### src/hw/tay_defs.svh
`ifndef TAY_DEFS_SVH
`define TAY_DEFS_SVH

// ~~~~~~~~~~~~~~~~~~~~~~~~~~~~~~~~~~~~~~~~
// Array size and arithmetic format
// ~~~~~~~~~~~~~~~~~~~~~~~~~~~~~~~~~~~~~~~~

// Number of cores, 1 to 16
`define TAY_NUM_CORES 4

// Fraction bits of samples, coefficients and results
`define TAY_FRAC 16

// ~~~~~~~~~~~~~~~~~~~~~~~~~~~~~~~~~~~~~~~~
// Reset release spacing
// ~~~~~~~~~~~~~~~~~~~~~~~~~~~~~~~~~~~~~~~~

`define TAY_STAGGER 8 // Cycles between core releases

`endif

### src/hw/tay_ctl_pkg.sv
package tay_ctl_pkg;

	typedef logic [3:0] core_idx_t; // Up to 16 cores

	// ~~~~~~~~~~~~~~~~~~~~~~~~~~~~~~~~~~~~~~~~
	// Core sequencing
	// ~~~~~~~~~~~~~~~~~~~~~~~~~~~~~~~~~~~~~~~~

	typedef enum logic [2:0] {
		IDLE,   // Waiting for start
		SQUARE, // x * x
		HORNER, // Three accumulate steps
		FINAL,  // Times x
		DONE    // Holding result
	} core_state_t;

	// Reset release sequencing
	typedef enum logic {
		COUNT,
		ALL_ON
	} stagger_state_t;

endpackage

### src/hw/reset_stagger.sv
`timescale 1ns/1ps
`include "tay_defs.svh"

module reset_stagger
	import tay_ctl_pkg::*;
(
	input  logic                      clk,
	input  logic                      rst,
	output logic [`TAY_NUM_CORES-1:0] core_rst
);

	localparam int GW = $clog2(`TAY_STAGGER + 1);

	stagger_state_t state;
	logic [GW-1:0]  gap; // Cycles left until the next release

	always_ff @(posedge clk) begin
		if (rst) begin
			state    <= COUNT;
			core_rst <= '1;
			gap      <= '0;
		end else if (state == COUNT) begin
			if (gap == '0) begin
				// Zero shifts in at core 0 and moves up one core per release
				core_rst <= core_rst << 1;
				gap      <= GW'(`TAY_STAGGER - 1);
				if ((core_rst << 1) == '0) begin
					state <= ALL_ON; // Last core released
				end
			end else begin
				gap <= gap - GW'(1);
			end
		end
	end

	// A released core stays running until the next global reset
	a_no_reentry: assert property (
		@(posedge clk) disable iff (rst)
		(core_rst & ~$past(core_rst)) == '0
	) else $error("reset_stagger: core put back into reset");

endmodule

### config.mk
export PLATFORM = sky130hd
export DESIGN_NAME = reset_stagger
export DESIGN_NICKNAME = d
export VERILOG_FILES = /design/src/hw/tay_ctl_pkg.sv /design/src/hw/reset_stagger.sv
export VERILOG_INCLUDE_DIRS = /design/src /design/src/hw
export SDC_FILE = /design/constraint.sdc
export NUM_CORES = 1
export LEC_CHECK = 0
export BUFFER_PORTS_ARGS = -buffer_cell sky130_fd_sc_hd__buf_2
export CAP_MARGIN = 10
export CORE_AREA = 2 2 39 41
export DETAILED_ROUTE_END_ITERATION = 10
export DIE_AREA = 0 0 41 43
export PLACE_DENSITY = 0.41
export SLEW_MARGIN = 30
export SYNTH_ARGS = -nofsm -noshare
export SYNTH_HDL_FRONTEND = slang
export SYNTH_SLANG_ARGS = --single-unit
export TNS_END_PERCENT = 30
### constraint.sdc
create_clock -name clk -period 4.05 [get_ports clk]
set_clock_uncertainty 0.15 [all_clocks]
set_input_delay 0.6075 -clock clk [delete_from_list [all_inputs] [get_ports clk]]
set_output_delay 0.6075 -clock clk [all_outputs]
set_load 0.03 [all_outputs]
==> results.cfg <==
[status]
outcome = finished clean

[synth]
synth_largest_area_cell = dfxtp_1
synth_seq_area_share_pct = 50.5
yosys_warnings = 0
ys_types = 16
synth_cells = 41
syn_area_per_cell_um2 = 8.70
synth.cell_area_um2 = 357
synth_fp_nets = 44
yosys.area.top_type_share_pct = 50.5
ys_seq_elements = 9
synth_area_leaders = dfxtp_1 (51%), nor2_1 (9.5%), a21oi_1 (7.0%)

[worst_hold_path]
hold_path_class = reg -> reg

[floorplanning]
die_x_um = 41
rows = 14
ioPinCount = 6
fp.dieH_um = 43
initial_core_util_pct = 25.8
core_area_mm2 = 0.00138
dieArea_mm2 = 0.00176

[place]
pre_cts_slack_ps = 2360
io_buffers = 5
place_hpwl_um = 489
gp_congestion = 0.636
place_area_um2 = 393

[route]
via_per_inst = 4.47
vias = 286
drtIter0Drc = 0
wirelength_um = 670
antenna_left = 0
first_pass_iters = 1
post_drt_wl_per_cell_um = 10.5
drc_errors = 0

[clock_tree]
clkTransAtPathRegs_ps = 60
hold_buffers = 0
clk_path_buf_depth = 2
cts_tree = yes
h-tree-depth = 1
clkLatencyLatePin_ps = 260
cts-buffers-inserted = 3
cts_setup_buffers = 0
cts.sinks = 9
clockRootBuffer = clkbuf_4
post_cts_resized = 0

[sta]
layout_setup_ws_ps = 2360
hold_viol = 0
final-setup-viol-count = 0
drv_slew = 0
fmax_mhz = 592
worst_slew_pin_slew_ps = 328
period_needed_ps = 1690
finalCritPeriodShare_pct = 41.7
holdWs_ps = 362
relSlewSlack_pct = 78.0
setup_tns_ps = 0
rsz0062_at_grt = no

[critical_path]
required_ps = 4040
end_kind = register
crit_type = reg -> reg
cp_top_family = simple AND/OR/NAND/NOR gates
critPathBufInv = 1
cpPeakStageDelay_ps = 570
cp-start-kind = register
crit_fanout = 7
r2r_slack_ps = 2360
arrival_ps = 1680
cp_slowest_cell = or4b_1
path_cells = inv_1 -> ha_1 -> or4b_1 -> nor3_1 -> a21oi_1

[global_route]
grt_pass1_wl_mm = 1.19
antenna_found_initial = 0
grt_pass1_vias = 283
overflow = 0
grt_usage_pct = 10.5
grt_start_max_net_pins = 13

[layout]
design_area_um2 = 419
antenna_cells = 0
nets = 52
syn2layout_area_growth_pct = 17.5
final_cell_mix = nor2_1 (9), dfxtp_1 (9), nor3_1 (5), a21oi_1 (5), buf_2 (5)
drive_above_1_share_pct = 16.7

[power_and_ir_drop]
ir_worst_vdd_mv = 0.238
p_per_area_mw_per_mm2 = 592
p_leak_uw = 0.000163

[run]
drv_cap = 0
final timing paths:
kind / depth (start not counted) / to / from
worst max register to register: 5 / core_rst[3] / gap[0]
worst min register to register: 1 / core_rst[0] / core_rst[0]
worst max-delay path: 5 / core_rst[3] / gap[0]
worst min-delay path: 1 / core_rst[0] / core_rst[0]
synth_stat cells:
library cell	instances
a211oi_1	1
a21o_1	1
a21oi_1	5
buf_2	1
clkbuf_1	1
dfxtp_1	9
ha_1	1
inv_1	2
mux2i_1	1
nor2_1	9
nor2b_1	1
nor3_1	5
nor3b_1	1
nor4_1	1
or4b_1	1
xnor2_1	1
worst reg2reg max path: cells and delay by family, from the launching register on:
family	cells	cell delay [ps]
simple gates	2	760
fa+ha+maj	1	200
compound gates	1	60
flops	1	310
buf+inv	1	90
per-stage QoR:
stage          total power [uW]  instances  util, %
2_1_floorplan               168         41        -
3_3_place_gp                178         60     28.4
3_5_place_dp                180         60     28.4
4_1_cts                     251         64     30.3
5_1_grt                     265         64     30.3
6_report                    248         64     30.3
routing by layer:
layer	vias to the layer above	routed length (um)	global-route usage [%]
met3	0	19	4.71
met4	0	0	8.00
li1	157	-	-
met5	-	0	0
met1	128	312	12.2
met2	1	338	14.4
final cells by class:
class	count	area, um^2
clock buffers	4	26.3
fillers	151	965
inverters	2	7.51
multi-input cells	28	160
flip-flops and latches	9	180
well taps	16	20.0
repair buffers	5	25.0
logic make-up after synthesis:
group	share of synthesized area, %
compound gates	11.2
flops	50.5
fa+ha+maj	3.51
mux	2.81
buf+inv	4.56
xor+xnor	2.46
simple gates	24.9
power breakdown:
part	switching, uW	internal (uW)	total [uW]
Sequential	12.1	103	115
Combinational	36.6	26.4	63.0
Clock	32.4	38.0	70.4
Total	81.1	167	248
state kept, by name, summed over array words and instances, names as in the netlist:
signal and cells:
gap 4, core_rst 4, state 1
No activity file was read; power rests on OpenSTA's default activity.
