File: config.mk
export PLATFORM = sky130hd
export DESIGN_NAME = taylor_core_flat
export DESIGN_NICKNAME = d
export VERILOG_FILES = /design/src/hw/tay_num_pkg.sv /design/src/hw/tay_ctl_pkg.sv /design/src/hw/core_if.sv /design/src/hw/taylor_core.sv /design/src/flat_wrapper.sv
export VERILOG_INCLUDE_DIRS = /design/src /design/src/hw
export SDC_FILE = /design/constraint.sdc
export NUM_CORES = 2
export LEC_CHECK = 0
export ABC_CLOCK_PERIOD_IN_PS = 17900
export BUFFER_PORTS_ARGS = -buffer_cell sky130_fd_sc_hd__buf_4
export CAP_MARGIN = 15
export CORE_MARGIN = 3
export CORE_UTILIZATION = 70
export CTS_CLUSTER_DIAMETER = 50
export DETAILED_ROUTE_END_ITERATION = 10
export PLACE_DENSITY = 0.88
export REMOVE_ABC_BUFFERS = 1
export SKIP_LAST_GASP = 1
export SLEW_MARGIN = 20
export SYNTH_ARGS = -nofsm -noshare
export SYNTH_HDL_FRONTEND = slang
export SYNTH_SLANG_ARGS = --single-unit
File: constraint.sdc
create_clock -name clk -period 17.9 [get_ports clk]
set_clock_uncertainty 0.1 [all_clocks]
set_input_delay 3.58 -clock clk [delete_from_list [all_inputs] [get_ports clk]]
set_output_delay 3.58 -clock clk [all_outputs]
set_load 0.005 [all_outputs]
File: src/hw/tay_defs.svh
`ifndef TAY_DEFS_SVH
`define TAY_DEFS_SVH

// ~~~~~~~~~~~~~~~~~~~~~~~~~~~~~~~~~~~~~~~~
// Array size and arithmetic format
// ~~~~~~~~~~~~~~~~~~~~~~~~~~~~~~~~~~~~~~~~

// Number of cores, 1 to 16
`define TAY_NUM_CORES 4

// Fraction bits of samples, coefficients and results
`define TAY_FRAC 16

// ~~~~~~~~~~~~~~~~~~~~~~~~~~~~~~~~~~~~~~~~
// Reset release spacing
// ~~~~~~~~~~~~~~~~~~~~~~~~~~~~~~~~~~~~~~~~

`define TAY_STAGGER 8 // Cycles between core releases

`endif

File: src/hw/tay_num_pkg.sv
`include "tay_defs.svh"

package tay_num_pkg;

	// ~~~~~~~~~~~~~~~~~~~~~~~~~~~~~~~~~~~~~~~~
	// Fixed point formats
	// ~~~~~~~~~~~~~~~~~~~~~~~~~~~~~~~~~~~~~~~~

	// Q2.16 input sample
	typedef logic signed [`TAY_FRAC+2:0] sample_t;

	// Q11.16 result, also used for x squared
	typedef logic signed [`TAY_FRAC+11:0] result_t;

	// Coefficient and Horner accumulator
	typedef logic signed [`TAY_FRAC+11:0] coef_t;

	// Full product before the shift
	typedef logic signed [47:0] wide_t;

	typedef logic [3:0] tag_t; // Returned with the result

	// ~~~~~~~~~~~~~~~~~~~~~~~~~~~~~~~~~~~~~~~~
	// Sine series, odd terms up to x^7
	// ~~~~~~~~~~~~~~~~~~~~~~~~~~~~~~~~~~~~~~~~

	localparam coef_t SIN_C0 = 28'sd65536;  // 1
	localparam coef_t SIN_C1 = -28'sd10923; // -1/6
	localparam coef_t SIN_C2 = 28'sd546;    // 1/120
	localparam coef_t SIN_C3 = -28'sd13;    // -1/5040

	// Drop the fraction bits of a product, no rounding
	function automatic result_t fx_trunc(input wide_t p);
		wide_t s;
		s = p >>> `TAY_FRAC;
		return result_t'(s);
	endfunction

endpackage

File: src/hw/tay_ctl_pkg.sv
package tay_ctl_pkg;

	typedef logic [3:0] core_idx_t; // Up to 16 cores

	// ~~~~~~~~~~~~~~~~~~~~~~~~~~~~~~~~~~~~~~~~
	// Core sequencing
	// ~~~~~~~~~~~~~~~~~~~~~~~~~~~~~~~~~~~~~~~~

	typedef enum logic [2:0] {
		IDLE,   // Waiting for start
		SQUARE, // x * x
		HORNER, // Three accumulate steps
		FINAL,  // Times x
		DONE    // Holding result
	} core_state_t;

	// Reset release sequencing
	typedef enum logic {
		COUNT,
		ALL_ON
	} stagger_state_t;

endpackage

File: src/hw/core_if.sv
`timescale 1ns/1ps

interface core_if
	import tay_num_pkg::*;
();

	logic    ready; // Core idle and out of reset
	logic    start; // One-cycle launch
	sample_t x;
	tag_t    tag;   // Tag of the sample being launched

	logic    done;  // Level, held until take
	result_t y;
	tag_t    y_tag; // Tag of the held result
	logic    take;  // One-cycle pickup

	modport disp (
		input  ready,
		output start, x, tag
	);

	modport core (
		input  start, x, tag, take,
		output ready, done, y, y_tag
	);

	modport coll (
		input  done, y, y_tag,
		output take
	);

endinterface

File: src/hw/taylor_core.sv
`timescale 1ns/1ps
`include "tay_defs.svh"

module taylor_core
	import tay_num_pkg::*;
	import tay_ctl_pkg::*;
(
	input  logic clk,
	input  logic rst,
	core_if.core port
);

	core_state_t state;
	logic [1:0]  step; // Horner step 0..2
	sample_t     x;
	tag_t        tag;
	result_t     x2;
	coef_t       acc;
	result_t     y;
	coef_t       coef;
	wide_t       mul_a;
	wide_t       mul_b;
	wide_t       prod;

	// ~~~~~~~~~~~~~~~~~~~~~~~~~~~~~~~~~~~~~~~~
	// Shared multiplier
	// ~~~~~~~~~~~~~~~~~~~~~~~~~~~~~~~~~~~~~~~~

	always_comb begin
		mul_a = wide_t'(x);
		mul_b = wide_t'(x);
		case (state)
			HORNER: begin
				mul_a = wide_t'(acc);
				mul_b = wide_t'(x2);
			end
			FINAL: begin
				mul_a = wide_t'(acc); // acc * x
			end
			default: begin
			end
		endcase
	end

	assign prod = mul_a * mul_b;

	always_comb begin
		case (step)
			2'd0:    coef = SIN_C2;
			2'd1:    coef = SIN_C1;
			default: coef = SIN_C0;
		endcase
	end

	// ~~~~~~~~~~~~~~~~~~~~~~~~~~~~~~~~~~~~~~~~
	// Sequencing
	// ~~~~~~~~~~~~~~~~~~~~~~~~~~~~~~~~~~~~~~~~

	always_ff @(posedge clk) begin
		if (rst) begin
			state <= IDLE;
			step  <= '0;
		end else begin
			case (state)
				IDLE: if (port.start) state <= SQUARE;
				SQUARE: begin
					state <= HORNER;
					step  <= '0;
				end
				HORNER: begin
					step <= step + 2'd1;
					if (step == 2'd2) state <= FINAL;
				end
				FINAL: state <= DONE;
				DONE: if (port.take) state <= IDLE;
				default: state <= IDLE;
			endcase
		end
	end

	always_ff @(posedge clk) begin
		case (state)
			IDLE: begin
				if (port.start) begin
					x   <= port.x;
					tag <= port.tag;
				end
			end
			SQUARE: begin
				x2  <= fx_trunc(prod);
				acc <= SIN_C3;
			end
			HORNER: acc <= coef_t'(fx_trunc(prod)) + coef;
			FINAL: y <= fx_trunc(prod);
			default: begin
			end
		endcase
	end

	assign port.ready = ~rst & (state == IDLE);
	assign port.done  = (state == DONE);
	assign port.y     = y;
	assign port.y_tag = tag;

	// Collect only picks up a held result
	a_take_done: assert property (
		@(posedge clk) disable iff (rst) port.take |-> port.done
	) else $error("taylor_core: take without done");

endmodule

File: src/flat_wrapper.sv
// flat-port wrapper written by rule: the top's interface ports become plain ports
module taylor_core_flat import tay_num_pkg::*; import tay_ctl_pkg::*;
  (clk, rst, port_start, port_x, port_tag, port_take, port_ready, port_done, port_y, port_y_tag);
  core_if port_i ();
  input  logic clk;
  input  logic rst;
  input wire logic [$bits(port_i.start)-1:0] port_start;
  input wire logic [$bits(port_i.x)-1:0] port_x;
  input wire logic [$bits(port_i.tag)-1:0] port_tag;
  input wire logic [$bits(port_i.take)-1:0] port_take;
  output wire logic [$bits(port_i.ready)-1:0] port_ready;
  output wire logic [$bits(port_i.done)-1:0] port_done;
  output wire logic [$bits(port_i.y)-1:0] port_y;
  output wire logic [$bits(port_i.y_tag)-1:0] port_y_tag;
  assign port_i.start = port_start;
  assign port_i.x = port_x;
  assign port_i.tag = port_tag;
  assign port_i.take = port_take;
  assign port_ready = port_i.ready;
  assign port_done = port_i.done;
  assign port_y = port_i.y;
  assign port_y_tag = port_i.y_tag;
  taylor_core u_core (.clk(clk), .rst(rst), .port(port_i));
endmodule
==> run_results.csv <==
group,metric,value,unit
global_route,grt_pass1_wl,157000,um
clock_tree,cts.htree.levels,3,
floorplan,dieWidth,218,um
placed_design,port-buffer-count,60,
routing,route.detailed.vias_per_inst,6.22,
setup_path,timing.setup.critical_path_class,"reg2reg",
setup_path,required_time_of_the_worst_setup_path,17.91,ns
routing,detail_route.first_pass.iterations,6,
hold_path,min-delay-path-class,"reg2reg",
hold_path,worstHoldPathCells,2,
synth,synth-seq-area-share,0.105,
setup_path,crit_slowest_cell,"sky130_fd_sc_hd__mux2i_1",
floorplan,core,44300,um2
clock_tree,tritoncts,"done",
floorplan,design.die.area,47600,um2
floorplan,starting_density_of_the_core,0.711,
setup_path,timing.critical_path.slowest_cell_delay,0.99,ns
sta,timing.final.max_slew_violations,0,
setup_path,setup.worst_path.start_class,"register",
job,max-cap-violations,0,
hold_path,min_from,"u_core.step[1]",
sta,grt_setup_unrepaired,"false",
synth,ys_top_cells_by_count,"sky130_fd_sc_hd__inv_1, sky130_fd_sc_hd__fa_1, sky130_fd_sc_hd__nor2_1",
placed_design,finalWeightedCongestion,1.07,
clock_tree,clk_pin_slew,0.08,ns
sta,maxClockFrequency,74.7,MHz
clock_tree,clock_tree.buffer_depth,2,
global_route,initial_antenna_violation_count,2,
global_route,globalRouteTotalUtil,0.452,
synth,yosys_warns,0,
global_route,grt.overflow.total,0,
clock_tree,numCtsBuffers,9,
synth,synth_edf_count,107,
synth,yosys_most_used_dff,"sky130_fd_sc_hd__edfxtp_1",
clock_tree,root_buffer,"sky130_fd_sc_hd__clkbuf_16",
routing,route.vias.total,24200,
routing,drcViolationCount,0,
setup_path,timing.critical_path.fanout_max,60,
sta,tightest_slew_margin_relative_to_the_limit,0.185,
synth,post_synthesis_instance_area,31500,um2
setup_path,critPathCaptureType,"register",
hold_path,worst_hold_path.endpoint,"u_core.step[1]",
setup_path,ff2ff_setup_slack,4.52,ns
status,outcome,"finished clean",
synth,syn_avg_cell_area,9.57,um2
sta,fin_crit_sh,0.748,
synth,postSynth.asyncResetShare,0,
cells_and_area,final_layout_size_suffix_gt1_frac,0.0621,
routing,postRouteAntennaNets,0,
global_route,number_of_global_route_vias_before_repair,26800,
cells_and_area,finish.cell_count_without_fillers,3894,
clock_tree,clock_sinks,112,
synth,synth_top_cell_by_area,"sky130_fd_sc_hd__fa_1",
synth,synth.most_common_cell,"sky130_fd_sc_hd__inv_1",
sta,fin_setup_tns,0,ns
synth,yosys_register_bits,112,
clock_tree,post-cts-setup-buffer-count,0,
synth,syn_inst,3294,
setup_path,ff2ff_path_depth,36,
routing,drt_iter0_drc,2739,
synth,synth.top_cell.area_share,0.483,
sta,min_period,13.38,ns
clock_tree,cts_hold_buffers,0,
routing,routed_wl,102000,um
cells_and_area,layout.nets,4315,
floorplan,floorplan.rows,77,
floorplan,boundaryPins,61,
synth,cell_types_with_the_largest_area_share_after_synthesis,"sky130_fd_sc_hd__fa_1, sky130_fd_sc_hd__edfxtp_1, sky130_fd_sc_hd__inv_1",
floorplan,die_h,218,um
placed_design,dp_hpwl,82300,um
placed_design,numPlacedInstances,3876,
sta,timing_hold_violations_final,0,
setup_path,r2r-start,"u_core.state[1]",
global_route,pin_count_of_the_biggest_net_entering_global_routing,61,
cells_and_area,syn2layout_area_growth,4.78,%
synth,number_of_distinct_library_cell_variants_in_the_gate_level_netlist_after_synthesis,76,
sta,report.final.setup_viol,0,
sta,worst_slew_pin_slew,1.20,ns
clock_tree,resized_gates_after_cts,0,
setup_path,r2r_end,"u_core.acc[26]",
routing,wl_per_cell,26.3,um
setup_path,cp.arrival,13.39,ns
clock_tree,worstSkewPairLatency,0.35,ns
setup_path,cp_common_cell,"sky130_fd_sc_hd__fa_1",
-- worst max-delay path: cells and delay by family (launching register included) --
kind | cells | cell delay [ns]
AOI/OAI and AO/OA | 10 | 2.59
and+or+nand+nor | 9 | 1.95
adders and majority gates | 11 | 5.44
buffers and inverters | 4 | 1.38
DFF | 1 | 0.49
muxes | 2 | 1.09
-- layout by cell type, fill, tap and decap left out, types with 5 or more instances in the layout --
cell type / instances
sky130_fd_sc_hd__inv_1: 777
sky130_fd_sc_hd__nand4_1: 5
sky130_fd_sc_hd__o21ai_0: 17
sky130_fd_sc_hd__o21a_1: 5
sky130_fd_sc_hd__a21oi_2: 13
sky130_fd_sc_hd__mux2i_2: 10
sky130_fd_sc_hd__nand2_1: 406
sky130_fd_sc_hd__mux2_2: 19
sky130_fd_sc_hd__a21oi_1: 42
sky130_fd_sc_hd__nor3_1: 15
sky130_fd_sc_hd__edfxtp_1: 107
sky130_fd_sc_hd__and2_1: 6
sky130_fd_sc_hd__nor2_1: 441
sky130_fd_sc_hd__nor2b_1: 8
sky130_fd_sc_hd__ha_1: 233
sky130_fd_sc_hd__buf_4: 117
sky130_fd_sc_hd__nand2b_1: 17
sky130_fd_sc_hd__a21o_1: 31
sky130_fd_sc_hd__dfxtp_1: 5
sky130_fd_sc_hd__mux2i_1: 28
sky130_fd_sc_hd__a211oi_1: 5
sky130_fd_sc_hd__xor2_1: 23
sky130_fd_sc_hd__nand3_1: 16
sky130_fd_sc_hd__fa_1: 760
sky130_fd_sc_hd__a31oi_1: 9
sky130_fd_sc_hd__clkbuf_16: 9
sky130_fd_sc_hd__xnor2_1: 85
sky130_fd_sc_hd__o21ai_1: 6
-- flip-flops by register name, summed over array words and instances (netlist names) --
name,cells
u_core.acc,28
u_core.port.y,28
u_core.port.y_tag,4
u_core.state,3
u_core.step,2
u_core.x,19
u_core.x2,28
-- layout make-up --
| class | count | area, um2 |
|---|---|---|
| antenna | 2 | 5.00 |
| clock buffer | 11 | 253 |
| clock inverter | 5 | 50.0 |
| fill | 3116 | 11300 |
| inverter | 778 | 2920 |
| multi-input combinational | 2277 | 24900 |
| sequential | 112 | 3310 |
| tap | 592 | 741 |
| timing repair buffer | 117 | 878 |
-- cells by family after synthesis --
logic type | share of synthesized area
adders and majority gates | 0.575
and+or+nand+nor | 0.121
buffers and inverters | 0.109
AOI/OAI and AO/OA | 0.0380
xor gates and xnor gates | 0.0328
DFF | 0.105
muxes | 0.0193
-- worst max-delay path by stage --
stage	startpoint	endpoint	slack [ns]	cells after the start
after CTS	u_core.state[1]	u_core.acc[26]	4.81	36
after global routing	u_core.state[1]	u_core.acc[26]	4.18	36
after global placement	u_core.state[1]	u_core.acc[26]	5.23	36
final	u_core.state[1]	u_core.acc[26]	4.52	36
after floorplan	u_core.state[1]	u_core.acc[27]	3.10	41
after detailed placement	u_core.state[1]	u_core.acc[26]	4.87	36
-- layer usage --
layer / wire length, um / share of wire / vias up / GRT usage
met2: 43200 / 0.42 / 1792 / 0.651
met5: 64 / 0.00063 / - / 0.0115
met3: 15100 / 0.15 / 555 / 0.185
met4: 9000 / 0.088 / 4 / 0.299
li1: - / - / 9721 / -
met1: 34900 / 0.34 / 12200 / 0.566
-- per-stage QoR --
stage / worst slack [ns] / hold slack [ns] / utilization / cell area [um2]
floorplan: 3.10 / 0.380 / - / 31000
global placement: 5.23 / 0.417 / 0.738 / 32700
detailed placement: 4.87 / 0.442 / 0.738 / 32700
CTS: 4.81 / 0.460 / 0.745 / 33000
global route: 4.18 / 0.513 / 0.745 / 33000
finish: 4.52 / 0.452 / 0.745 / 33000
Power is left out: the tool's default activity adds up to more than one toggle a clock period on the data nets, which glitch-free logic cannot reach.
